===== config.mk =====
export PLATFORM = sky130hd
export DESIGN_NAME = uart_top
export DESIGN_NICKNAME = d
export VERILOG_FILES = /design/src/uart_pkg.sv /design/src/apb_pkg.sv /design/src/uart_fifo.sv /design/src/uart_apb_regs.sv /design/src/uart_transmitter.sv /design/src/uart_receiver.sv /design/src/uart_top.sv
export SDC_FILE = /design/constraint.sdc
export NUM_CORES = 1
export LEC_CHECK = 0
export ABC_AREA = 0
export BUFFER_PORTS_ARGS = -buffer_cell sky130_fd_sc_hd__clkbuf_2
export CAP_MARGIN = 10
export CORE_MARGIN = 2
export CORE_UTILIZATION = 50
export CTS_BUF_LIST = sky130_fd_sc_hd__clkbuf_2
export DETAILED_ROUTE_END_ITERATION = 10
export PLACE_DENSITY = 0.69
export SLEW_MARGIN = 15
export SYNTH_ARGS = -nofsm -noshare
export SYNTH_HDL_FRONTEND = slang
export SYNTH_SLANG_ARGS = --single-unit

===== constraint.sdc =====
create_clock -name clk -period 7 [get_ports clk]
set_clock_uncertainty 0.05 [all_clocks]
set_input_delay 1.4 -clock clk [delete_from_list [all_inputs] [get_ports clk]]
set_output_delay 1.4 -clock clk [all_outputs]
set_load 0.02 [all_outputs]

===== src/uart_pkg.sv =====
// line-side definitions for the uart
// serial word width, baud compare width, tx and rx FSM state enums
package uart_pkg;

    localparam int DATA_W = 8;   // bits per serial word
    localparam int BAUD_W = 16;  // width of baud compare value

    // transmitter FSM
    typedef enum logic [1:0]
    {
        TX_IDLE,
        TX_START,
        TX_TRANSMIT,
        TX_STOP
    } tx_state_t;

    // receiver FSM
    typedef enum logic [1:0]
    {
        RX_IDLE,
        RX_START,
        RX_RECEIVE,
        RX_STOP
    } rx_state_t;

endpackage : uart_pkg


===== src/apb_pkg.sv =====
// bus-side definitions for the uart APB slave
// address width, register map enum, control and status bit positions
package apb_pkg;

    localparam int ADDR_W = 8;

    // word addresses of the register map
    typedef enum logic [7:0]
    {
        REG_CTRL   = 8'h00,
        REG_BAUD   = 8'h04,
        REG_STATUS = 8'h08,
        REG_TXDATA = 8'h0C,
        REG_RXDATA = 8'h10
    } reg_addr_t;

    // CTRL bits
    localparam int CTRL_TX_EN = 0;
    localparam int CTRL_RX_EN = 1;

    // STATUS bits
    localparam int ST_TX_BUSY  = 0;
    localparam int ST_TX_FULL  = 1;
    localparam int ST_RX_EMPTY = 2;
    localparam int ST_RX_OVR   = 3;  // sticky, cleared by STATUS read

endpackage : apb_pkg


===== src/uart_fifo.sv =====
// synchronous FIFO for uart words
// circular buffer, read and write pointers, occupancy count, full and empty
module uart_fifo
    import uart_pkg::*;
#(
    parameter int DEPTH = 4
)
(
    input  logic              clk,
    input  logic              rstn,
    input  logic              push,
    input  logic [DATA_W-1:0] push_data,
    input  logic              pop,
    output logic [DATA_W-1:0] pop_data,
    output logic              full,
    output logic              empty
);

    localparam int AW = $clog2(DEPTH);

    logic [DATA_W-1:0] mem [DEPTH];
    logic [AW-1:0]     wr_ptr;
    logic [AW-1:0]     rd_ptr;
    logic [AW:0]       count;
    logic              do_push;
    logic              do_pop;

    assign do_push  = push && !full;   // push while full is dropped
    assign do_pop   = pop && !empty;
    assign full     = count == (AW+1)'(DEPTH);
    assign empty    = count == '0;
    assign pop_data = mem[rd_ptr];     // head visible while not empty

    always_ff @(posedge clk)
        if (do_push)
            mem[wr_ptr] <= push_data;

    // pointers wrap on their own since DEPTH is a power of two
    always_ff @(posedge clk)
        if (!rstn)
        begin
            wr_ptr <= '0;
            rd_ptr <= '0;
            count  <= '0;
        end
        else
        begin
            if (do_push)
                wr_ptr <= wr_ptr + 1'b1;
            if (do_pop)
                rd_ptr <= rd_ptr + 1'b1;
            case ({do_push, do_pop})
                2'b10:   count <= count + 1'b1;
                2'b01:   count <= count - 1'b1;
                default: count <= count;
            endcase
        end

    // a push into an empty FIFO becomes the head
    a_push_head: assert property (@(posedge clk) disable iff (!rstn)
        (push && empty) |=> (!empty && (pop_data == $past(push_data))));

endmodule : uart_fifo


===== src/uart_apb_regs.sv =====
// APB register stage of the uart
// CTRL and BAUD registers, STATUS with sticky rx overrun flag,
// TXDATA write into tx FIFO, RXDATA read and pop of rx FIFO
module uart_apb_regs
    import uart_pkg::*;
    import apb_pkg::*;
(
    input  logic              clk,
    input  logic              rstn,
    // APB slave
    input  logic              psel,
    input  logic              penable,
    input  logic              pwrite,
    input  logic [ADDR_W-1:0] paddr,
    input  logic [31:0]       pwdata,
    output logic [31:0]       prdata,
    output logic              pready,
    output logic              pslverr,
    // control to the line stages
    output logic              tx_en,
    output logic              rx_en,
    output logic [BAUD_W-1:0] comp,
    // tx FIFO write side
    output logic              tx_push,
    output logic [DATA_W-1:0] tx_push_data,
    input  logic              tx_full,
    input  logic              tx_busy,
    // rx FIFO read side
    output logic              rx_pop,
    input  logic [DATA_W-1:0] rx_data,
    input  logic              rx_empty,
    input  logic              rx_full,
    input  logic              rx_push_seen
);

    reg_addr_t   addr;
    logic        access;
    logic        wr_ok;
    logic        rd_acc;
    logic        addr_hit;
    logic        tx_blocked;
    logic        rx_ovr;
    logic [31:0] rd_val;

    assign addr       = reg_addr_t'(paddr);
    assign access     = psel && penable;     // no wait states
    assign rd_acc     = access && !pwrite;
    assign tx_blocked = pwrite && (addr == REG_TXDATA) && tx_full;
    assign wr_ok      = access && pwrite && !pslverr;

    assign pready  = access;
    assign pslverr = access && (!addr_hit || tx_blocked);
    assign prdata  = rd_acc ? rd_val : '0;

    assign tx_push      = wr_ok && (addr == REG_TXDATA);
    assign tx_push_data = pwdata[DATA_W-1:0];
    assign rx_pop       = rd_acc && (addr == REG_RXDATA) && addr_hit;

    // address decode and read mux
    always_comb
    begin
        addr_hit = 1'b1;
        rd_val   = '0;
        case (addr)
            REG_CTRL:
            begin
                rd_val[CTRL_TX_EN] = tx_en;
                rd_val[CTRL_RX_EN] = rx_en;
            end
            REG_BAUD:   rd_val[BAUD_W-1:0] = comp;
            REG_STATUS:
            begin
                rd_val[ST_TX_BUSY]  = tx_busy;
                rd_val[ST_TX_FULL]  = tx_full;
                rd_val[ST_RX_EMPTY] = rx_empty;
                rd_val[ST_RX_OVR]   = rx_ovr;
            end
            REG_TXDATA: rd_val = '0;             // write only
            REG_RXDATA:
                if (!rx_empty)
                    rd_val[DATA_W-1:0] = rx_data;
            default:    addr_hit = 1'b0;
        endcase
    end

    always_ff @(posedge clk)
        if (!rstn)
        begin
            tx_en <= 1'b0;
            rx_en <= 1'b0;
            comp  <= '0;
        end
        else if (wr_ok)
        begin
            if (addr == REG_CTRL)
            begin
                tx_en <= pwdata[CTRL_TX_EN];
                rx_en <= pwdata[CTRL_RX_EN];
            end
            if (addr == REG_BAUD)
                comp <= pwdata[BAUD_W-1:0];
        end

    // sticky overrun, a new drop wins over a clearing read
    always_ff @(posedge clk)
        if (!rstn)
            rx_ovr <= 1'b0;
        else if (rx_push_seen && rx_full)
            rx_ovr <= 1'b1;
        else if (rd_acc && (addr == REG_STATUS))
            rx_ovr <= 1'b0;

    // access phase only directly after a setup phase
    a_apb_setup: assert property (@(posedge clk) disable iff (!rstn)
        penable |-> $past(psel));

endmodule : uart_apb_regs


===== src/uart_transmitter.sv =====
// uart 8N1 transmitter
// pops a byte from the tx FIFO and shifts it out LSB first,
// each bit held for comp+1 clock cycles
module uart_transmitter
    import uart_pkg::*;
(
    input  logic              clk,
    input  logic              rstn,
    input  logic              tr_en,     // clearing it aborts the frame
    input  logic [BAUD_W-1:0] comp,
    input  logic [DATA_W-1:0] tx_data,
    input  logic              tx_empty,
    output logic              tx_pop,
    output logic              busy,
    output logic              uart_tx
);

    localparam int CNT_W = $clog2(DATA_W);

    tx_state_t         state;
    tx_state_t         next_state;
    logic [DATA_W-1:0] shift_reg;    // byte being sent
    logic [CNT_W-1:0]  bit_cnt;
    logic [BAUD_W-1:0] counter;      // baud counter
    logic              bit_done;
    logic              last_bit;

    assign bit_done = counter >= comp;
    assign last_bit = bit_cnt == CNT_W'(DATA_W - 1);
    assign tx_pop   = (state == TX_IDLE) && tr_en && !tx_empty;
    assign busy     = state != TX_IDLE;

    always_ff @(posedge clk)
        if (!rstn)
            state <= TX_IDLE;
        else
            state <= tr_en ? next_state : TX_IDLE;

    always_comb
    begin
        next_state = state;
        case (state)
            TX_IDLE:     if (tx_pop) next_state = TX_START;
            TX_START:    if (bit_done) next_state = TX_TRANSMIT;
            TX_TRANSMIT: if (bit_done && last_bit) next_state = TX_STOP;
            TX_STOP:     if (bit_done) next_state = TX_IDLE;
            default:     next_state = TX_IDLE;
        endcase
    end

    always_ff @(posedge clk)
        if (!rstn || !tr_en)
        begin
            counter <= '0;
            bit_cnt <= '0;
            uart_tx <= 1'b1;
        end
        else
            case (state)
                TX_IDLE:
                begin
                    counter <= '0;
                    bit_cnt <= '0;
                    uart_tx <= 1'b1;
                    if (tx_pop)
                    begin
                        shift_reg <= tx_data;
                        uart_tx   <= 1'b0;    // start bit from the pop edge
                    end
                end
                TX_START:
                    if (bit_done)
                    begin
                        counter <= '0;
                        uart_tx <= shift_reg[0];
                    end
                    else
                        counter <= counter + 1'b1;
                TX_TRANSMIT:
                    if (bit_done)
                    begin
                        counter <= '0;
                        if (last_bit)
                            uart_tx <= 1'b1;  // stop bit
                        else
                        begin
                            bit_cnt <= bit_cnt + 1'b1;
                            uart_tx <= shift_reg[bit_cnt + 1'b1];
                        end
                    end
                    else
                        counter <= counter + 1'b1;
                TX_STOP:
                    if (bit_done)
                        counter <= '0;
                    else
                        counter <= counter + 1'b1;
                default: counter <= '0;
            endcase

    // the popped byte must not change while it is on the line
    a_shift_stable: assert property (@(posedge clk) disable iff (!rstn)
        (state != TX_IDLE) |=> $stable(shift_reg));

endmodule : uart_transmitter


===== src/uart_receiver.sv =====
// uart 8N1 receiver
// input synchronizer, falling-edge start detect, mid-bit sampling,
// push of each byte with a valid stop bit into the rx FIFO
module uart_receiver
    import uart_pkg::*;
(
    input  logic              clk,
    input  logic              rstn,
    input  logic              rx_en,
    input  logic [BAUD_W-1:0] comp,
    input  logic              uart_rx,
    output logic              rx_push,
    output logic [DATA_W-1:0] rx_push_data
);

    localparam int CNT_W = $clog2(DATA_W);

    rx_state_t         state;
    rx_state_t         next_state;
    logic              rx_sync1;
    logic              rx_sync2;
    logic              rx_prev;      // for edge detect
    logic              fall;
    logic [DATA_W-1:0] shift_reg;
    logic [CNT_W-1:0]  bit_cnt;
    logic [BAUD_W-1:0] counter;
    logic              half_done;
    logic              bit_done;
    logic              last_bit;

    assign fall      = rx_prev && !rx_sync2;
    assign half_done = counter >= (comp >> 1);
    assign bit_done  = counter >= comp;
    assign last_bit  = bit_cnt == CNT_W'(DATA_W - 1);

    // push only when the stop bit sample is high
    assign rx_push      = (state == RX_STOP) && bit_done && rx_sync2;
    assign rx_push_data = shift_reg;

    always_ff @(posedge clk)
        if (!rstn)
        begin
            rx_sync1 <= 1'b1;   // idle line level
            rx_sync2 <= 1'b1;
            rx_prev  <= 1'b1;
        end
        else
        begin
            rx_sync1 <= uart_rx;
            rx_sync2 <= rx_sync1;
            rx_prev  <= rx_sync2;
        end

    always_ff @(posedge clk)
        if (!rstn)
            state <= RX_IDLE;
        else
            state <= rx_en ? next_state : RX_IDLE;

    always_comb
    begin
        next_state = state;
        case (state)
            RX_IDLE:
                if (fall)
                    next_state = RX_START;
            RX_START:                           // recheck at half period
                if (half_done)
                    next_state = rx_sync2 ? RX_IDLE : RX_RECEIVE;
            RX_RECEIVE:
                if (bit_done && last_bit)
                    next_state = RX_STOP;
            RX_STOP:                            // framing error just drops
                if (bit_done)
                    next_state = RX_IDLE;
            default: next_state = RX_IDLE;
        endcase
    end

    always_ff @(posedge clk)
        if (!rstn || !rx_en)
        begin
            counter <= '0;
            bit_cnt <= '0;
        end
        else
            case (state)
                RX_IDLE:
                begin
                    counter <= '0;
                    bit_cnt <= '0;
                end
                RX_START:
                    if (half_done)
                        counter <= '0;   // later samples one period apart
                    else
                        counter <= counter + 1'b1;
                RX_RECEIVE:
                    if (bit_done)
                    begin
                        counter   <= '0;
                        bit_cnt   <= bit_cnt + 1'b1;
                        shift_reg <= {rx_sync2, shift_reg[DATA_W-1:1]};  // LSB first
                    end
                    else
                        counter <= counter + 1'b1;
                RX_STOP:
                    if (bit_done)
                        counter <= '0;
                    else
                        counter <= counter + 1'b1;
                default: counter <= '0;
            endcase

    a_push_single: assert property (@(posedge clk) disable iff (!rstn)
        rx_push |=> !rx_push);

endmodule : uart_receiver


===== src/uart_top.sv =====
// APB uart top level
// register stage, tx and rx FIFOs, transmitter and receiver
module uart_top
    import uart_pkg::*;
    import apb_pkg::*;
#(
    parameter int FIFO_DEPTH = 4   // power of two, 2 or more
)
(
    input  logic              clk,
    input  logic              rstn,
    input  logic              psel,
    input  logic              penable,
    input  logic              pwrite,
    input  logic [ADDR_W-1:0] paddr,
    input  logic [31:0]       pwdata,
    output logic [31:0]       prdata,
    output logic              pready,
    output logic              pslverr,
    output logic              uart_tx,
    input  logic              uart_rx
);

    logic              tx_en;
    logic              rx_en;
    logic [BAUD_W-1:0] comp;
    logic              tx_push;
    logic [DATA_W-1:0] tx_push_data;
    logic              tx_pop;
    logic [DATA_W-1:0] tx_data;
    logic              tx_full;
    logic              tx_empty;
    logic              tx_busy;
    logic              rx_push;
    logic [DATA_W-1:0] rx_push_data;
    logic              rx_pop;
    logic [DATA_W-1:0] rx_data;
    logic              rx_full;
    logic              rx_empty;

    uart_apb_regs u_regs (
        .clk          (clk),
        .rstn         (rstn),
        .psel         (psel),
        .penable      (penable),
        .pwrite       (pwrite),
        .paddr        (paddr),
        .pwdata       (pwdata),
        .prdata       (prdata),
        .pready       (pready),
        .pslverr      (pslverr),
        .tx_en        (tx_en),
        .rx_en        (rx_en),
        .comp         (comp),
        .tx_push      (tx_push),
        .tx_push_data (tx_push_data),
        .tx_full      (tx_full),
        .tx_busy      (tx_busy),
        .rx_pop       (rx_pop),
        .rx_data      (rx_data),
        .rx_empty     (rx_empty),
        .rx_full      (rx_full),
        .rx_push_seen (rx_push)
    );

    uart_fifo #(.DEPTH(FIFO_DEPTH)) u_tx_fifo (
        .clk       (clk),
        .rstn      (rstn),
        .push      (tx_push),
        .push_data (tx_push_data),
        .pop       (tx_pop),
        .pop_data  (tx_data),
        .full      (tx_full),
        .empty     (tx_empty)
    );

    uart_fifo #(.DEPTH(FIFO_DEPTH)) u_rx_fifo (
        .clk       (clk),
        .rstn      (rstn),
        .push      (rx_push),
        .push_data (rx_push_data),
        .pop       (rx_pop),
        .pop_data  (rx_data),
        .full      (rx_full),
        .empty     (rx_empty)
    );

    uart_transmitter u_tx (
        .clk      (clk),
        .rstn     (rstn),
        .tr_en    (tx_en),
        .comp     (comp),
        .tx_data  (tx_data),
        .tx_empty (tx_empty),
        .tx_pop   (tx_pop),
        .busy     (tx_busy),
        .uart_tx  (uart_tx)
    );

    uart_receiver u_rx (
        .clk          (clk),
        .rstn         (rstn),
        .rx_en        (rx_en),
        .comp         (comp),
        .uart_rx      (uart_rx),
        .rx_push      (rx_push),
        .rx_push_data (rx_push_data)
    );

endmodule : uart_top


==> impl_metrics.tcl <==
set metrics [dict create \
    netSwitchingFraction_pct 25.26 \
    synth-seq-area-share_pct 50.22 \
    ctsHtreeMaxLevel 4 \
    clk_pin_slew_worst_paths_ns 0.23 \
    holdBufCountCts 0 \
    grt_usage_pct 19.89 \
    nNetsFinal 858 \
    fin_crit_sh_pct 69.64 \
    cts_sinks 161 \
    portBuffers 48 \
    die_y_um 130.6 \
    synthToLayoutAreaGrowth_pct 7.339 \
    vias 5379 \
    rows 46 \
    crit_arrival_ns 3.42 \
    end_kind "primary output" \
    cts_root_buffer "clkbuf_2" \
    path_buf_inv 2 \
    clkLatencyLatePin_ns 0.72 \
    tns_ns 0 \
    cp_cell_sequence "clkbuf_2 -> or4_4 -> nor4_2 -> nor2b_1 -> a22o_1 -> clkbuf_2" \
    avgSynthCellArea_um2 11.48 \
    p_comb_share_pct 2.2 \
    largest_registers "u_rx_fifo.mem (32), u_tx_fifo.mem (32)" \
    peakVddDrop_v 0.0001492 \
    power_frac_seq_pct 64.8 \
    dp_hpwl_um 12070 \
    drt_iter0_drc 312 \
    cts_max_path_buffers 2 \
    slew_violations 0 \
    yosysTopAreaCell "edfxtp_1" \
    grt_pass1_wl_um 26080 \
    post_cts_resized 0 \
    die_area_um2 17050 \
    routedWlPerCell_um 16.67 \
    hold_path.class "reg -> reg" \
    cpLargestDelayFamily "simple AND/OR/NAND/NOR gates" \
    synthArstFlopShare_pct 0 \
    cts_tree "yes" \
    final_hold_viol_count 0 \
    hold_end "u_rx.rx_sync2$_SDFF_PN1_" \
    layout-drive-gt1-share_pct 14.68 \
    required_ns 5.55 \
    dr.pass1.iters 4 \
    yosys.area.top_type_share_pct 29.98 \
    wirelength_um 16220 \
    gp_congestion 0.8979 \
    cts_setup_buffers 0 \
    synth_most_common_cell "dfxtp_1" \
    grt_remaining_overflow 0 \
    yosys_warnings 0 \
    r2r-end "u_rx_fifo.count[2]$_SDFFE_PN0P_" \
    place_worst_setup_slack_ns 2.143 \
    synth-edff-count 80 \
    power_density_nw_per_um2 176.7 \
    timing.max_cap.violations 0 \
    worstReg2RegStart "u_regs.comp[5]$_SDFFE_PN0P_" \
    start_kind "primary input" \
    cts_buffers 17 \
    power_frac_clock_pct 32.9 \
    netlist_top_cells_area "edfxtp_1, dfxtp_1, ha_1, mux4_2, nor2_1" \
    grt_pass1_vias 5396 \
    initial_core_util_pct 50.81 \
    grt_max_degree 36 \
    vias_per_cell 5.528 \
    finalSetupViolCount 0 \
    antenna_found_initial 1 \
    synth_cell_type_count 66 \
    cp_max_fo 7 \
    r2r_cells 12 \
    post-route-worst-setup-slack_ns 2.126 \
    p_switching_w 0.0003839 \
    ant_nets 0 \
    slew_headroom_pct 25.27 \
    synth-main-ff-cell "dfxtp_1" \
    drc 0 \
    internal_power_w 0.001136 \
    die-width_um 130.6 \
    status "completed" \
    worstMarginPinSlew_ns 1.112 \
    total_power_w 0.001520 \
    crit_path_frequent_cell "clkbuf_2" \
    period_needed_ns 4.874 \
    synth_cells 698 \
    hold_depth 1 \
    crit_slowest_cell "or4_4" \
    p_leak_nw 3.087 \
    max_freq_mhz 205.2 \
    ios 81 \
    rrSetupSlack_ns 3.47 \
    synthTopCellsByCount "dfxtp_1, edfxtp_1, nor2_1" \
    core_um2 15770 \
    cpPeakStageDelay_ns 0.55 \
    yosys_register_bits 161 \
    criticalPathCategory "in -> out" \
    netlist_area_um2 8013 \
    hold_start "u_rx.rx_sync1$_SDFF_PN1_" \
    rsz0062_at_grt "no" \
]
-- final cells by class --
cell class / instances / area, um2
fill: 1354 / 7169
sequential: 161 / 4024
multi-input combinational: 474 / 3672
tap: 216 / 270.3
timing repair buffer: 48 / 240.2
inverter: 41 / 153.9
clock inverter: 15 / 152.6
clock buffer: 17 / 85.08
antenna: 1 / 2.502
-- power groups by stage --
stage	Clock, W	Combinational (W)	Sequential [W]
2_1_floorplan	0	0.0000266	0.00100
3_3_place_gp	0	0.0000328	0.00100
3_5_place_dp	0	0.0000339	0.00100
4_1_cts	0.000513	0.0000340	0.000986
5_1_grt	0.000553	0.0000374	0.000986
6_report	0.000500	0.0000342	0.000985
-- cell usage in the layout (no fill, tap or decap), types with 3 or more instances in the layout --
cell      instances
mux2i_1          25
a211oi_1          6
xor2_1           24
inv_8             3
ha_1             67
a22o_1            7
nand3_1          18
edfxtp_1         80
o21ai_0          16
nor3_1           30
or3_1             6
or2_2             3
dfxtp_1          81
conb_1           16
a221oi_1          4
nand2_1          29
nand2b_1          9
and4_1            3
inv_1            40
nand4_1          11
a21o_1            8
clkinv_1          3
o21a_1            6
nor2_1           76
mux4_2           18
clkbuf_2         65
a21oi_1          17
inv_6             4
and2_1            9
nor4_1            3
o211ai_1          4
xnor2_1          14
and3_1            8
-- stage by stage --
stage	util [%]	instance area, um2	cells	hold WS [ns]
2_1_floorplan	-	8069	713	0.3363
3_3_place_gp	52.97	8353	940	0.3447
3_5_place_dp	52.97	8353	940	0.3473
4_1_cts	54.47	8591	972	0.3950
5_1_grt	54.54	8601	973	0.4117
6_report	54.54	8601	973	0.3898
-- layer usage --
layer / wire [um] / track usage, %
met1: 7052 / 23.75
met2: 8356 / 35.29
met3: 424 / 3.787
met4: 389 / 8.323
met5: 0 / 0
-- worst max-delay path by stage --
stage             start         to  slack, ns  depth (start not counted)
2_1_floorplan  paddr[0]  prdata[0]       2.50                          6
3_3_place_gp   paddr[0]  prdata[6]       2.20                          6
3_5_place_dp   paddr[0]  prdata[7]       2.14                          6
4_1_cts        paddr[0]  prdata[7]       2.14                          6
5_1_grt        paddr[0]  prdata[7]       2.04                          6
6_report       paddr[0]  prdata[7]       2.13                          6
-- logic make-up after synthesis --
logic type      synth area share (%)
simple gates                   13.71
flops                          50.22
compound gates                 7.839
buf+inv                        4.747
fa+ha+maj                      10.96
mux                            8.323
xor+xnor                       4.154
other cells                  0.04680
(Power assumes the default switching activity.)
